$ cat src/memPkg.sv
//////////////////////////////////////////////////////////////////////
// Memory stage shared definitions
// Type codes, slot and memory request structs, APB structs, reg map
//////////////////////////////////////////////////////////////////////
`default_nettype none

package memPkg;

    parameter int dataWidth   = 32;                   // Data and address width
    parameter int ldTypeWidth = 3;
    parameter int stTypeWidth = 2;

    // Load type codes as decoded in execute
    localparam logic [ldTypeWidth-1:0] LD_NONE = 3'd0; // No load
    localparam logic [ldTypeWidth-1:0] LD_LB   = 3'd1; // Signed byte
    localparam logic [ldTypeWidth-1:0] LD_LH   = 3'd2; // Signed half
    localparam logic [ldTypeWidth-1:0] LD_LW   = 3'd3; // Word
    localparam logic [ldTypeWidth-1:0] LD_LBU  = 3'd4; // Unsigned byte
    localparam logic [ldTypeWidth-1:0] LD_LHU  = 3'd5; // Unsigned half

    // Store type codes
    localparam logic [stTypeWidth-1:0] ST_NONE = 2'd0; // No store
    localparam logic [stTypeWidth-1:0] ST_SB   = 2'd1;
    localparam logic [stTypeWidth-1:0] ST_SH   = 2'd2;
    localparam logic [stTypeWidth-1:0] ST_SW   = 2'd3;

    // Access width codes
    localparam logic [1:0] WIDTH_BYTE = 2'd0;
    localparam logic [1:0] WIDTH_HALF = 2'd1;
    localparam logic [1:0] WIDTH_WORD = 2'd2;

    // One execute-stage slot
    typedef struct packed {
        logic [ldTypeWidth-1:0] ldType;               // Load type code
        logic [stTypeWidth-1:0] stType;               // Store type code
        logic [dataWidth-1:0]   addr;                 // ALU result
        logic [dataWidth-1:0]   storeData;            // rs2 value
    } memOpT;

    // One data memory access
    typedef struct packed {
        logic                 en;                     // Access this cycle
        logic                 rd;                     // Load, else store
        logic [1:0]           width;                  // Width code
        logic                 sign;                   // Sign-extend load
        logic [dataWidth-1:0] addr;
        logic [dataWidth-1:0] wdata;
    } dmemReqT;

    typedef struct packed {
        logic                 psel;
        logic                 penable;
        logic                 pwrite;
        logic [dataWidth-1:0] paddr;
        logic [dataWidth-1:0] pwdata;
    } apbReqT;

    typedef struct packed {
        logic [dataWidth-1:0] prdata;
        logic                 pready;
        logic                 pslverr;
    } apbRspT;

    // Register byte addresses
    localparam logic [dataWidth-1:0] REG_CTRL  = 32'h0; // Bit 0 is flush
    localparam logic [dataWidth-1:0] REG_LDCNT = 32'h4; // Loads performed
    localparam logic [dataWidth-1:0] REG_STCNT = 32'h8; // Stores performed

endpackage

`default_nettype wire

$ cat src/memReqSelect.sv
//////////////////////////////////////////////////////////////////////
// Memory stage request selector
// Merges two slots into one data memory access, slot 0 first
//////////////////////////////////////////////////////////////////////
`timescale 1ns/1ps
`default_nettype none

module memReqSelect (
    input  wire memPkg::memOpT                op0,        // Slot 0 from execute
    input  wire memPkg::memOpT                op1,        // Slot 1 from execute
    input  wire logic                         flush,      // Suppress stores
    input  wire logic [memPkg::dataWidth-1:0] rdata,      // From data memory
    output memPkg::dmemReqT                   req,        // To data memory and CSR
    output logic                              ldEn0,      // Forwarding control
    output logic                              ldEn1,
    output logic                              accessEn0,
    output logic                              accessEn1,
    output logic                              slot1Stall, // Hold slot 1 upstream
    output logic [memPkg::dataWidth-1:0]      ldData0,
    output logic [memPkg::dataWidth-1:0]      ldData1
);
    import memPkg::*;

    logic       stEn0;                                    // Store allowed, slot 0
    logic       stEn1;
    logic [1:0] width0;
    logic [1:0] width1;
    logic       sign0;
    logic       sign1;

    // Width code of a slot, load type wins over store type
    function automatic logic [1:0] opWidth(input logic [ldTypeWidth-1:0] ldType,
                                           input logic [stTypeWidth-1:0] stType);
        logic [1:0] w;
        case (ldType)
            LD_LB, LD_LBU: w = WIDTH_BYTE;
            LD_LH, LD_LHU: w = WIDTH_HALF;
            LD_LW:         w = WIDTH_WORD;
            default: begin
                case (stType)
                    ST_SB:   w = WIDTH_BYTE;
                    ST_SH:   w = WIDTH_HALF;
                    default: w = WIDTH_WORD;              // ST_SW or idle
                endcase
            end
        endcase
        return w;
    endfunction

    // Only LB and LH need sign extension
    function automatic logic opSign(input logic [ldTypeWidth-1:0] ldType);
        return (ldType == LD_LB) || (ldType == LD_LH);
    endfunction

    assign ldEn0 = (op0.ldType != LD_NONE);
    assign ldEn1 = (op1.ldType != LD_NONE);
    assign stEn0 = (op0.stType != ST_NONE) && !flush;     // Flush blocks stores only
    assign stEn1 = (op1.stType != ST_NONE) && !flush;

    assign accessEn0 = ldEn0 || stEn0;
    assign accessEn1 = ldEn1 || stEn1;
    assign slot1Stall = accessEn0 && accessEn1;           // Slot 1 retries next cycle

    assign width0 = opWidth(op0.ldType, op0.stType);
    assign width1 = opWidth(op1.ldType, op1.stType);
    assign sign0  = opSign(op0.ldType);
    assign sign1  = opSign(op1.ldType);

    // Served slot drives the request, idle fields stay zero
    always_comb begin
        req = '0;
        if (accessEn0) begin
            req.en    = 1'b1;
            req.rd    = ldEn0;
            req.width = width0;
            req.sign  = sign0;
            req.addr  = op0.addr;
            req.wdata = op0.storeData;
        end else if (accessEn1) begin
            req.en    = 1'b1;
            req.rd    = ldEn1;
            req.width = width1;
            req.sign  = sign1;
            req.addr  = op1.addr;
            req.wdata = op1.storeData;
        end
    end

    // Read data only reaches the slot actually being served
    assign ldData0 = ldEn0 ? rdata : '0;                  // A load always wins slot 0
    assign ldData1 = (ldEn1 && !accessEn0) ? rdata : '0;

endmodule

`default_nettype wire

$ cat config.mk
export PLATFORM = sky130hd
export DESIGN_NAME = memReqSelect
export DESIGN_NICKNAME = d
export VERILOG_FILES = /design/src/memPkg.sv /design/src/memReqSelect.sv
export SDC_FILE = /design/constraint.sdc
export NUM_CORES = 1
export LEC_CHECK = 0
export ABC_AREA = 1
export BUFFER_PORTS_ARGS = -buffer_cell sky130_fd_sc_hd__buf_2
export CAP_MARGIN = 20
export CORE_AREA = 2 2 121 123
export DETAILED_ROUTE_END_ITERATION = 7
export DIE_AREA = 0 0 123 125
export RECOVER_POWER = 25
export SETUP_SLACK_MARGIN = 0.1
export SYNTH_ARGS = -nofsm -noshare
export SYNTH_HDL_FRONTEND = slang
export SYNTH_SLANG_ARGS = --single-unit
$ cat constraint.sdc
create_clock -name vclk -period 2.16
set_input_delay 0.108 -clock vclk [all_inputs]
set_output_delay 0.108 -clock vclk [all_outputs]
set_load 0.05 [all_outputs]
After elaboration in Yosys (flattened, before gate mapping)
Cells that the tools add are included.
{"block": "totals", "regBits": 0, "input_bits": 171, "output_inout_bits": 138, "word_cells": 40}
{"block": "classes", "n_eq_ne": 14, "mux": 8, "n_reduce_logical": 18}
{"cell": "69-bit 2-to-1 mux", "n": 2}
{"cell": "32-bit 2-to-1 mux", "n": 2}
{"cell": "3-bit by 2-bit equality test with 1-bit output, second input constant", "n": 4}
{"cell": "3-bit equality test, second input constant", "n": 4}
{"cell": "2-bit case mux with 3 select lines", "n": 2}
{"cell": "2-bit case mux with 2 select lines", "n": 2}
{"cell": "2-bit OR reduction", "n": 4}
{"cell": "3-bit by 1-bit equality test with 1-bit output, second input constant", "n": 2}
{"cell": "3-bit nonzero test", "n": 2}
{"cell": "2-bit by 1-bit equality test with 1-bit output, second input constant", "n": 2}
{"cell": "2-bit equality test, second input constant", "n": 2}
{"cell": "1-bit logical AND", "n": 4}
{"cell": "1-bit logical OR", "n": 4}
{"cell": "2-bit nonzero test", "n": 2}
{"cell": "1-bit zero test", "n": 2}

Logic depth before layout (Yosys ltp)
{"block": "depth", "word_depth": 6, "mapped_depth": 10}

Least setup slack after synthesis
Ideal clock, no wire load.
{"block": "synth_path", "kind": "input-to-output", "from": "input op0[64] (netlist name)", "to": "output req[64] (netlist name)", "arrival_time_ps": 1810, "t_required_ps": 2052, "slack_ps": 242, "path_stages": 7, "path_cell_list": "inv_1 -> ha_1 -> inv_1 -> nand2_1 -> nand3_2 -> buf_4 -> o21ai_0"}
{"item": "start: declaration", "line_no": "memReqSelect.sv:9", "source": "input wire memPkg::memOpT op0,"}
{"item": "end: declaration", "line_no": "memReqSelect.sv:13", "source": "output memPkg::dmemReqT req,"}

Worst setup path after layout
{"block": "layout_path", "from": "input op0[68] (netlist name)", "to": "output ldData0[9] (netlist name)"}
{"block": "layout_via", "elab_chain_len": 2}
{"item": "3-bit nonzero test", "line_no": "memReqSelect.sv:55", "source": "assign ldEn0 = (op0.ldType != LD_NONE);"}
{"item": "32-bit 2-to-1 mux", "line_no": "memReqSelect.sv:90", "source": "assign ldData0 = ldEn0 ? rdata : '0;"}
{"item": "end: declaration", "line_no": "memReqSelect.sv:19", "source": "output logic [memPkg::dataWidth-1:0] ldData0,"}
Every way passes these cells.

==> summary.txt <==
STA
  • Final Max Tran Viols: 0
  • Fin Setup TNS: 0 ns
  • Slew headroom: 57.74%
  • Highest clock rate: 0.6074 GHz
  • Setup violators final: 0
  • Final setup margin: 0.5137 ns
  • Worst-Margin Slew: 0.6367 ns
  • Clock period minus worst slack: 1.646 ns
  • Final hold vios: 0
  • Final Cycle Share: 76.22%
  • RSZ-0062 raised after global routing: false

Setup path
  • Slowest CP cell: clkbuf_1
  • Setup CP Type: input port to primary output
  • CP max FO: 33
  • Crit path largest cell delay: 0.49 ns
  • CP Capture Type: primary output
  • CP required: 2.05 ns
  • Critical Path AT: 1.54 ns
  • Critical path, cell by cell: buf_2, inv_2, nand2_1, inv_1, clkbuf_2, nor2_1, clkbuf_1
  • Startpoint Class: input port

Power and ir drop
  • P per Cell Area: 326.0 mW/mm2
  • Peak VDD IR: 0.0001586 V
  • LEAKAGE: 2.296 nW

Placement
  • Setup WS pre-CTS: 0.5105 ns
  • RD Place Congestion: 0.7939
  • Dpl hpwl: 7.685 mm
  • PortBufs: 309

Floorplanning
  • Starting Density: 10.63%
  • Die Height: 125 um
  • Core Area: 0.01420 mm2
  • I/O Pins: 309
  • Die span in x: 123 um
  • Num rows: 44
  • DIE AREA: 0.01538 mm2

GRT
  • GRT Util Overall: 9.924%
  • Pin count of the biggest net entering global routing: 61
  • Met3 GRT Util: 2.235%
  • Vias in the first global route: 2,671
  • Grt ovf: 0
  • Initial antenna violation count: 0
  • Global route hottest layer: met2
  • Met2 usage: 20.18%
  • Met1 Use GR: 10.79%
  • First-pass GRT wire length: 12.48 mm

Synth
  • Mapped Cells: 376
  • Synth cell types: 15
  • Post-synthesis sequential area ratio: 0%
  • Synth Cell Area: 0.001510 mm2
  • Yosys warnings: 0
  • Synth Area per Inst: 4.016 um2
  • Synth Net Count: 551

Cells and area
  • Ant. Diodes: 0
  • Share of cells above drive strength 1: 42.77%
  • Area growth syn-to-layout: 115.4%
  • Seq. cell area: 0 um2
  • Nets@finish: 848
  • Filler cells: 1,693
  • Clock buf count: 0
  • Seq cells: 0

Detailed routing
  • Antenna-violating nets left: 0
  • Number of detailed-route iterations in the first pass: 4
  • Drt total wl: 8.724 mm
  • Via count: 3,109
  • Routed wire per std cell: 10.20 um
  • Residual DRC: 0
  • DR vias/cell: 3.636
  • DR iter-0 viols: 83

CTS
  • Post-CTS setup buffers: 0
  • Post-CTS sizing: 0
  • Cts hold-fix bufs: 0

Flow run
  • Max-cap violations: 0

Run status
  • Status: completed

Min path
  • HP Class: input port to primary output
==> cell type report <==
class	count	area [um2]	area share (%)
inverter	49	183.9	5.654
multi-input combinational	307	1217	37.42
timing repair buffer	315	1622	49.85
tap	184	230.2	7.077
==> per-stage QoR <==
stage	hold WS (ns)	std cells	total power [mW]	area (um2)	util, %
final	0.5787	855	1.060	3253	22.90
after global routing	0.6059	855	1.138	3253	22.90
after CTS	0.5859	855	1.080	3298	23.22
after detailed placement	0.5791	855	1.078	3298	23.22
after global placement	0.5805	855	1.076	3298	23.22
after floorplan	0.4529	376	0.7249	1510	-
==> layer usage <==
metal  vias up  routed length [um]
met2       186                4357
met4         0                   0
met3         0                1119
li1       1663                   -
met1      1260                3247
met5         -                   0
==> final timing paths <==
kind	slack [ns]	cells after the start	start	end
worst min-delay path	0.58	4	op1[63]	req[63]
worst max-delay path	0.51	7	op0[68]	ldData0[9]
==> critical path, delay by kind of cell <==
kind	cells	cell delay, ns
buf+inv	5	1.07
simple gates	2	0.34
==> power by group <==
part | switching [mW] | total (mW) | internal (mW)
combinational | 0.777 | 1.06 | 0.284
clock | 0 | 0 | 0
sequential | 0 | 0 | 0
==> kinds of logic (layout without fill, tap and decap cells) <==
family,count (synthesis),count (layout),synth area share (%)
buffers and inverters,69,364,19.55
AND/OR/NAND/NOR,300,300,76.14
adder cells (fa/ha/maj),4,4,3.314
AO/OA/AOI/OAI,3,3,0.9939
==> layout by cell type (no fill, tap or decap), drive strengths merged <==
| master | synthesis | routed |
|---|---|---|
| clkbuf | 6 | 33 |
| o21ai | 2 | 2 |
| ha | 4 | 4 |
| nor2 | 71 | 71 |
| a21oi | 1 | 1 |
| buf | 14 | 282 |
| inv | 49 | 49 |
| nand2 | 220 | 220 |
| nand3 | 9 | 9 |
==> synthesized netlist by cell type <==
cell | n | share of area [%]
clkbuf_1 | 6 | 1.5
nor2_1 | 68 | 17
ha_1 | 4 | 3.3
nand3_2 | 1 | 0.66
buf_2 | 5 | 1.7
buf_6 | 2 | 1.5
inv_1 | 48 | 12
a21oi_1 | 1 | 0.33
nand3_1 | 8 | 2.7
buf_4 | 4 | 2.0
o21ai_0 | 2 | 0.66
nor2_2 | 3 | 1.2
nand2_1 | 220 | 55
inv_2 | 1 | 0.25
buf_1 | 3 | 0.75
(Power assumes the default switching activity.)
