**config.mk**
```make
export PLATFORM = sky130hd
export DESIGN_NAME = memCsr
export DESIGN_NICKNAME = d
export VERILOG_FILES = /design/src/memPkg.sv /design/src/memCsr.sv
export SDC_FILE = /design/constraint.sdc
export NUM_CORES = 1
export LEC_CHECK = 0
export BUFFER_PORTS_ARGS = -buffer_cell sky130_fd_sc_hd__buf_4
export CAP_MARGIN = 10
export CORE_AREA = 2 2 73 110
export CTS_CLUSTER_SIZE = 28
export DETAILED_ROUTE_END_ITERATION = 10
export DIE_AREA = 0 0 75 112
export PLACE_DENSITY = 0.83
export SYNTH_ARGS = -nofsm -noshare
export SYNTH_HDL_FRONTEND = slang
export SYNTH_SLANG_ARGS = --single-unit
```
**constraint.sdc**
```tcl
create_clock -name clk -period 5.2 [get_ports clk]
set_clock_uncertainty 0.2 [all_clocks]
set_input_delay 1.04 -clock clk [delete_from_list [all_inputs] [get_ports clk]]
set_output_delay 1.04 -clock clk [all_outputs]
set_load 0.05 [all_outputs]
```
**src/memPkg.sv**
```systemverilog
//////////////////////////////////////////////////////////////////////
// Memory stage shared definitions
// Type codes, slot and memory request structs, APB structs, reg map
//////////////////////////////////////////////////////////////////////
`default_nettype none

package memPkg;

    parameter int dataWidth   = 32;                   // Data and address width
    parameter int ldTypeWidth = 3;
    parameter int stTypeWidth = 2;

    // Load type codes as decoded in execute
    localparam logic [ldTypeWidth-1:0] LD_NONE = 3'd0; // No load
    localparam logic [ldTypeWidth-1:0] LD_LB   = 3'd1; // Signed byte
    localparam logic [ldTypeWidth-1:0] LD_LH   = 3'd2; // Signed half
    localparam logic [ldTypeWidth-1:0] LD_LW   = 3'd3; // Word
    localparam logic [ldTypeWidth-1:0] LD_LBU  = 3'd4; // Unsigned byte
    localparam logic [ldTypeWidth-1:0] LD_LHU  = 3'd5; // Unsigned half

    // Store type codes
    localparam logic [stTypeWidth-1:0] ST_NONE = 2'd0; // No store
    localparam logic [stTypeWidth-1:0] ST_SB   = 2'd1;
    localparam logic [stTypeWidth-1:0] ST_SH   = 2'd2;
    localparam logic [stTypeWidth-1:0] ST_SW   = 2'd3;

    // Access width codes
    localparam logic [1:0] WIDTH_BYTE = 2'd0;
    localparam logic [1:0] WIDTH_HALF = 2'd1;
    localparam logic [1:0] WIDTH_WORD = 2'd2;

    // One execute-stage slot
    typedef struct packed {
        logic [ldTypeWidth-1:0] ldType;               // Load type code
        logic [stTypeWidth-1:0] stType;               // Store type code
        logic [dataWidth-1:0]   addr;                 // ALU result
        logic [dataWidth-1:0]   storeData;            // rs2 value
    } memOpT;

    // One data memory access
    typedef struct packed {
        logic                 en;                     // Access this cycle
        logic                 rd;                     // Load, else store
        logic [1:0]           width;                  // Width code
        logic                 sign;                   // Sign-extend load
        logic [dataWidth-1:0] addr;
        logic [dataWidth-1:0] wdata;
    } dmemReqT;

    typedef struct packed {
        logic                 psel;
        logic                 penable;
        logic                 pwrite;
        logic [dataWidth-1:0] paddr;
        logic [dataWidth-1:0] pwdata;
    } apbReqT;

    typedef struct packed {
        logic [dataWidth-1:0] prdata;
        logic                 pready;
        logic                 pslverr;
    } apbRspT;

    // Register byte addresses
    localparam logic [dataWidth-1:0] REG_CTRL  = 32'h0; // Bit 0 is flush
    localparam logic [dataWidth-1:0] REG_LDCNT = 32'h4; // Loads performed
    localparam logic [dataWidth-1:0] REG_STCNT = 32'h8; // Stores performed

endpackage

`default_nettype wire

```
**src/memCsr.sv**
```systemverilog
//////////////////////////////////////////////////////////////////////
// Memory stage APB registers
// Flush control plus counters of performed loads and stores
//////////////////////////////////////////////////////////////////////
`timescale 1ns/1ps
`default_nettype none

module memCsr (
    input  wire logic            clk,
    input  wire logic            rstN,
    input  wire memPkg::apbReqT  apbReq,
    input  wire memPkg::dmemReqT req,                     // Access being performed
    output memPkg::apbRspT       apbRsp,
    output logic                 flush                    // To selector
);
    import memPkg::*;

    logic                 apbAccess;                      // Access phase
    logic                 apbWrite;
    logic                 hitCtrl;
    logic                 hitLdCnt;
    logic                 hitStCnt;
    logic                 regHit;                         // Any mapped register
    logic [dataWidth-1:0] ldCnt;
    logic [dataWidth-1:0] stCnt;
    logic [dataWidth-1:0] rdMux;

    assign apbAccess = apbReq.psel && apbReq.penable;
    assign apbWrite  = apbAccess && apbReq.pwrite;

    // Full address compare, no aliasing
    assign hitCtrl  = (apbReq.paddr == REG_CTRL);
    assign hitLdCnt = (apbReq.paddr == REG_LDCNT);
    assign hitStCnt = (apbReq.paddr == REG_STCNT);
    assign regHit   = hitCtrl || hitLdCnt || hitStCnt;

    always_comb begin
        if (hitCtrl) begin
            rdMux = {{(dataWidth-1){1'b0}}, flush};
        end else if (hitLdCnt) begin
            rdMux = ldCnt;
        end else if (hitStCnt) begin
            rdMux = stCnt;
        end else begin
            rdMux = '0;                                   // Unmapped reads zero
        end
    end

    always_comb begin
        apbRsp.prdata  = (apbReq.psel && !apbReq.pwrite) ? rdMux : '0;
        apbRsp.pready  = 1'b1;                            // No wait states
        apbRsp.pslverr = apbAccess && !regHit;
    end

    // Flush bit, seen by selector the cycle after the write
    always_ff @(posedge clk) begin
        if (!rstN) begin
            flush <= 1'b0;
        end else if (apbWrite && hitCtrl) begin
            flush <= apbReq.pwdata[0];
        end
    end

    // Counters wrap, a write of any value clears
    always_ff @(posedge clk) begin
        if (!rstN) begin
            ldCnt <= '0;
            stCnt <= '0;
        end else begin
            if (apbWrite && hitLdCnt) begin
                ldCnt <= '0;                              // Clear wins over count
            end else if (req.en && req.rd) begin
                ldCnt <= ldCnt + 1'b1;
            end
            if (apbWrite && hitStCnt) begin
                stCnt <= '0;
            end else if (req.en && !req.rd) begin
                stCnt <= stCnt + 1'b1;
            end
        end
    end

endmodule

`default_nettype wire

```
After elaboration in Yosys (flattened, before gate mapping)

Index checks and enable logic that the tools add are counted.

Register bits: 65
Input port bits: 138
Logic and storage cells: 29

Add/subtract/negate cells: 2
Eq/ne operators: 2
Muxes and demuxes: 4
Bitwise operators: 1
Reductions and logical operators: 17

Operators by type and width:

| cell                                            | number |
|---|---|
| 2-to-1 mux 32 bit                               | 4 |
| adder 32 x 1 -> 32 bit (second input constant)  | 2 |
| == test 32 x 3 -> 1 bit (second input constant) | 1 |
| == test 32 x 4 -> 1 bit (second input constant) | 1 |
| logical NOT 32 bit                              | 1 |
| logical AND 1 bit                               | 9 |
| OR reduction 2 bit                              | 2 |
| logical NOT 1 bit                               | 3 |
| logical OR 1 bit                                | 2 |
| inverter 1 bit                                  | 1 |

Depth between registers and ports, before layout

Depth in word-level cells: 5
Mapped depth: 7

Worst setup path after synthesis

No wires, ideal clock.

Kind: input-to-output
Start: input apbReq[36] (netlist bit)
End: output apbRsp[10] (netlist bit)
Arrival time: 3.041 ns
Setup slack: 0.919 ns
Stages on the path: 6
Buffers on the path: 2
Cell sequence: nor4_1 nand4_1 or4b_1 clkbuf_1 clkbuf_1 nor2_1

RTL lines:

| item            | RTL line     | source |
|---|---|---|
| start, declared | memCsr.sv:11 | `input wire memPkg::apbReqT apbReq,` |
| end, declared   | memCsr.sv:13 | `output memPkg::apbRspT apbRsp,` |

==> metrics.md <==
| Metric | Value |
|---|---|
| Total power | `around 1.2 mW` |
| Critical Path AT | `3.01 ns` |
| Via/cell ratio | `6.13` |
| Sequential fraction of the synthesis area | `35.9%` |
| Synth area leaders | `dfxtp_1 36%, a22oi_1 6.4%, nor2_1 6.2%, a21oi_1 5.7%, o31ai_1 5.4%` |
| Flops & latches, synth | `65` |
| Number of max-cap violations | `0` |
| Clock power frac | `53.0%` |
| Antenna violations before repair | `0` |
| Yosys top cell by area | `dfxtp_1` |
| H-tree Lvls | `3` |
| Die span in y | `around 110 um` |
| Period minus WS final | `4.25 ns` |
| CP most frequent cell | `buf_4` |
| Starting Density | `between 40% and 50%` |
| CTS buffer count | `9` |
| Clock transition at the registers of the reported paths | `0.05 ns` |
| All-Layer GR Usage | `25.7%` |
| Post-synth ARST share | `0%` |
| Final GP Congestion | `0.862` |
| Antenna Nets Post-Route | `0` |
| Drt initial violations | `263` |
| Worst Path Buf+Inv | `3` |
| Pwr dens | `265 nW/um2` |
| Cell count after synthesis | `458` |
| Seq pwr share | `41.9%` |
| Placed Area | `4220 um2` |
| Synthesized area per cell | `7.92 um2` |
| Final Max Slew Viols | `0` |
| Max-Slew Margin vs Limit | `38.9%` |
| Max Freq | `235 MHz` |
| Worst EP required | `3.96 ns` |
| Fin. Hold Viols | `0` |
| CP max stage delay | `between 0.6 and 0.7 ns` |
| RSZ-0062 raised after global routing | `no` |
| Num rows | `39` |
| Number of synthesis warnings | `0` |
| # DRC | `0` |
| Clock Path Buffers | `2` |
| Top cell type's share of synthesized area | `35.9%` |
| Final worst slack | `0.951 ns` |
| Post-Layout Inst Area | `4540 um2` |
| Crit-path slowest cell | `or4b_1` |
| Share of layout cells above drive strength 1 | `about a fifth` |
| Vias in the first global route | `3,801` |
| Cells along the critical path | `buf_4 > nor4_1 > nand4_1 > or4b_1 > buf_4 > nor2_1 > buf_4` |
| Yosys cell types | `39` |
| Die Width | `about 75 um` |
| Pint | `around 0.95 mW` |
| CP endpoint kind | `output pin` |
| Diodes inserted | `0` |
| Root buffer cell | `clkbuf_16` |
| Wire per inst | `16.1 um` |
| EDFF count, synth | `0` |
| DIE AREA | `between 8000 and 9000 um2` |
| Top FF cell, synth | `dfxtp_1` |
| Boundary Pins | `173` |
| Core Area | `7470 um2` |
| Synth Cell Area | `3630 um2` |
| Worst Tran Pin Value | `between 0.9 and 1 ns` |
| Logic gate share of total power | `5.1%` |
| Sw Ratio | `21.4%` |
| Nets | `654` |
| Worst-path fanout max | `16` |
| Total grt overflow | `0` |
| Largest net degree at the start of global routing | `33` |
| Port Buf Inserts | `73` |
| Max VDD drop | `0.222 mV` |
| Final HPWL DP | `6980 um` |
| CTS tree | `done` |
| Area growth, synth to finish | `25.0%` |
| Crit Path Class | `in2out` |
| Syn Nets | `approximately 600` |
| Post-CTS sizing | `0` |
| First-pass GRT wire length | `17,100 um` |
| Hold_ws | `0.287 ns` |
| Clk Latency, worst-skew pair | `0.33 ns` |
| Setup TNS | `0 ns` |
| Final worst-path cycle share | `about 82%` |
| CTS Hold Bufs | `0` |
| Clk sinks | `65` |
| Setup Buffers After CTS | `0` |
| LEAKAGE | `1.49 nW` |
| Run status | `finished clean` |
| Family with the most delay on the worst path | `simple AND/OR/NAND/NOR gates` |
| Via count | `3,804` |
| DR pass1 iterations | `7` |
| Routed WL | `10,000 um` |
| Pre-CTS WS | `0.978 ns` |
| Psw | `between 0.2 and 0.3 mW` |
| Hold crit path type | `reg2reg` |
| Final setup viols | `0` |
| Startpoint types | `input pin` |
-- layout by cell type, fill, tap and decap left out, types with 11 or more instances in the layout --
cell type,netlist,layout
nand3_1,21,21
dfxtp_1,65,65
nor4_1,11,11
xor2_1,12,12
o31ai_1,26,26
a22oi_1,31,31
or4_1,26,26
o21ai_0,11,11
nor2_1,60,60
nand2_1,26,26
inv_1,11,11
a21oi_1,41,41
buf_4,3,79
and4_1,12,12
nand4_1,19,19
-- worst register-to-register path, cell delays in order (launching register included) --
cell	delay [ns]
dfxtp_1	0.44
and4_1	0.29
nand4_1	0.69
or4_1	0.77
a21oi_1	0.17
-- state kept, by name, summed over array words and instances (netlist names) --
name and count:
stCnt 32, flush 1, ldCnt 32
-- cell usage after synthesis (3+ instances only) --
cell	instances
a21oi_1	41
a22oi_1	31
and3_1	5
and4_1	12
buf_4	3
clkbuf_1	28
dfxtp_1	65
inv_1	11
mux2i_1	3
nand2_1	26
nand3_1	21
nand4_1	19
nor2_1	60
nor2b_1	3
nor3_1	3
nor4_1	11
o21ai_0	11
o31ai_1	26
or3_1	10
or4_1	26
xnor2_1	9
xor2_1	12
-- per-stage QoR --
stage	instances	util [%]
after floorplan	458	-
after global placement	605	56.6
after detailed placement	605	56.6
after CTS	621	60.8
after global routing	621	60.8
final	621	60.8
-- cell type report --
type / instances / area, um2
multi-input cells: 348 / 2160
clock inverters: 6 / 82.6
well taps: 102 / 128
fillers: 657 / 2930
inverters: 11 / 41.3
clock buffers: 10 / 229
repair buffers: 79 / 593
flip-flops and latches: 65 / 1300
-- cell families after synthesis --
logic type      Yosys count  share of synthesized area, %
fa+ha+maj                 2                         0.690
xor+xnor                 21                          5.07
mux                       3                         0.828
simple gates            204                          31.1
other cells               1                         0.103
buf+inv                  45                          5.21
compound gates          117                          21.1
flops                    65                          35.9
-- power groups by stage --
| stage | registers [mW] | logic (mW) | clock network [mW] |
|---|---|---|---|
| after global placement | 0.514 | 0.0594 | 0 |
| after CTS | 0.503 | 0.0613 | 0.643 |
| final | 0.503 | 0.0615 | 0.638 |
| after floorplan | 0.513 | 0.0292 | 0 |
| after detailed placement | 0.514 | 0.0610 | 0 |
| after global routing | 0.504 | 0.0668 | 0.666 |
-- layer usage --
layer | up-vias | part of all wire [%] | GRT usage, %
met5 | - | 0 | 0
met4 | 0 | 2.3 | 11.1
met3 | 20 | 4.0 | 5.43
met2 | 105 | 53 | 44.2
met1 | 1831 | 41 | 29.6
li1 | 1848 | - | -
-- path summary, 6_finish.rpt --
| path | start | to | slack [ns] | depth (start not counted) |
|---|---|---|---|---|
| max | apbReq[47] | apbRsp[28] | 0.95 | 7 |
| min | flush$_SDFFE_PN0P_ | flush$_SDFFE_PN0P_ | 0.29 | 2 |
| max reg2reg | stCnt[6]$_SDFFE_PP0P_ | stCnt[26]$_SDFFE_PP0P_ | 2.58 | 4 |
| min reg2reg | flush$_SDFFE_PN0P_ | flush$_SDFFE_PN0P_ | 0.29 | 2 |
Note: power is estimated with default switching activity, not from simulation.
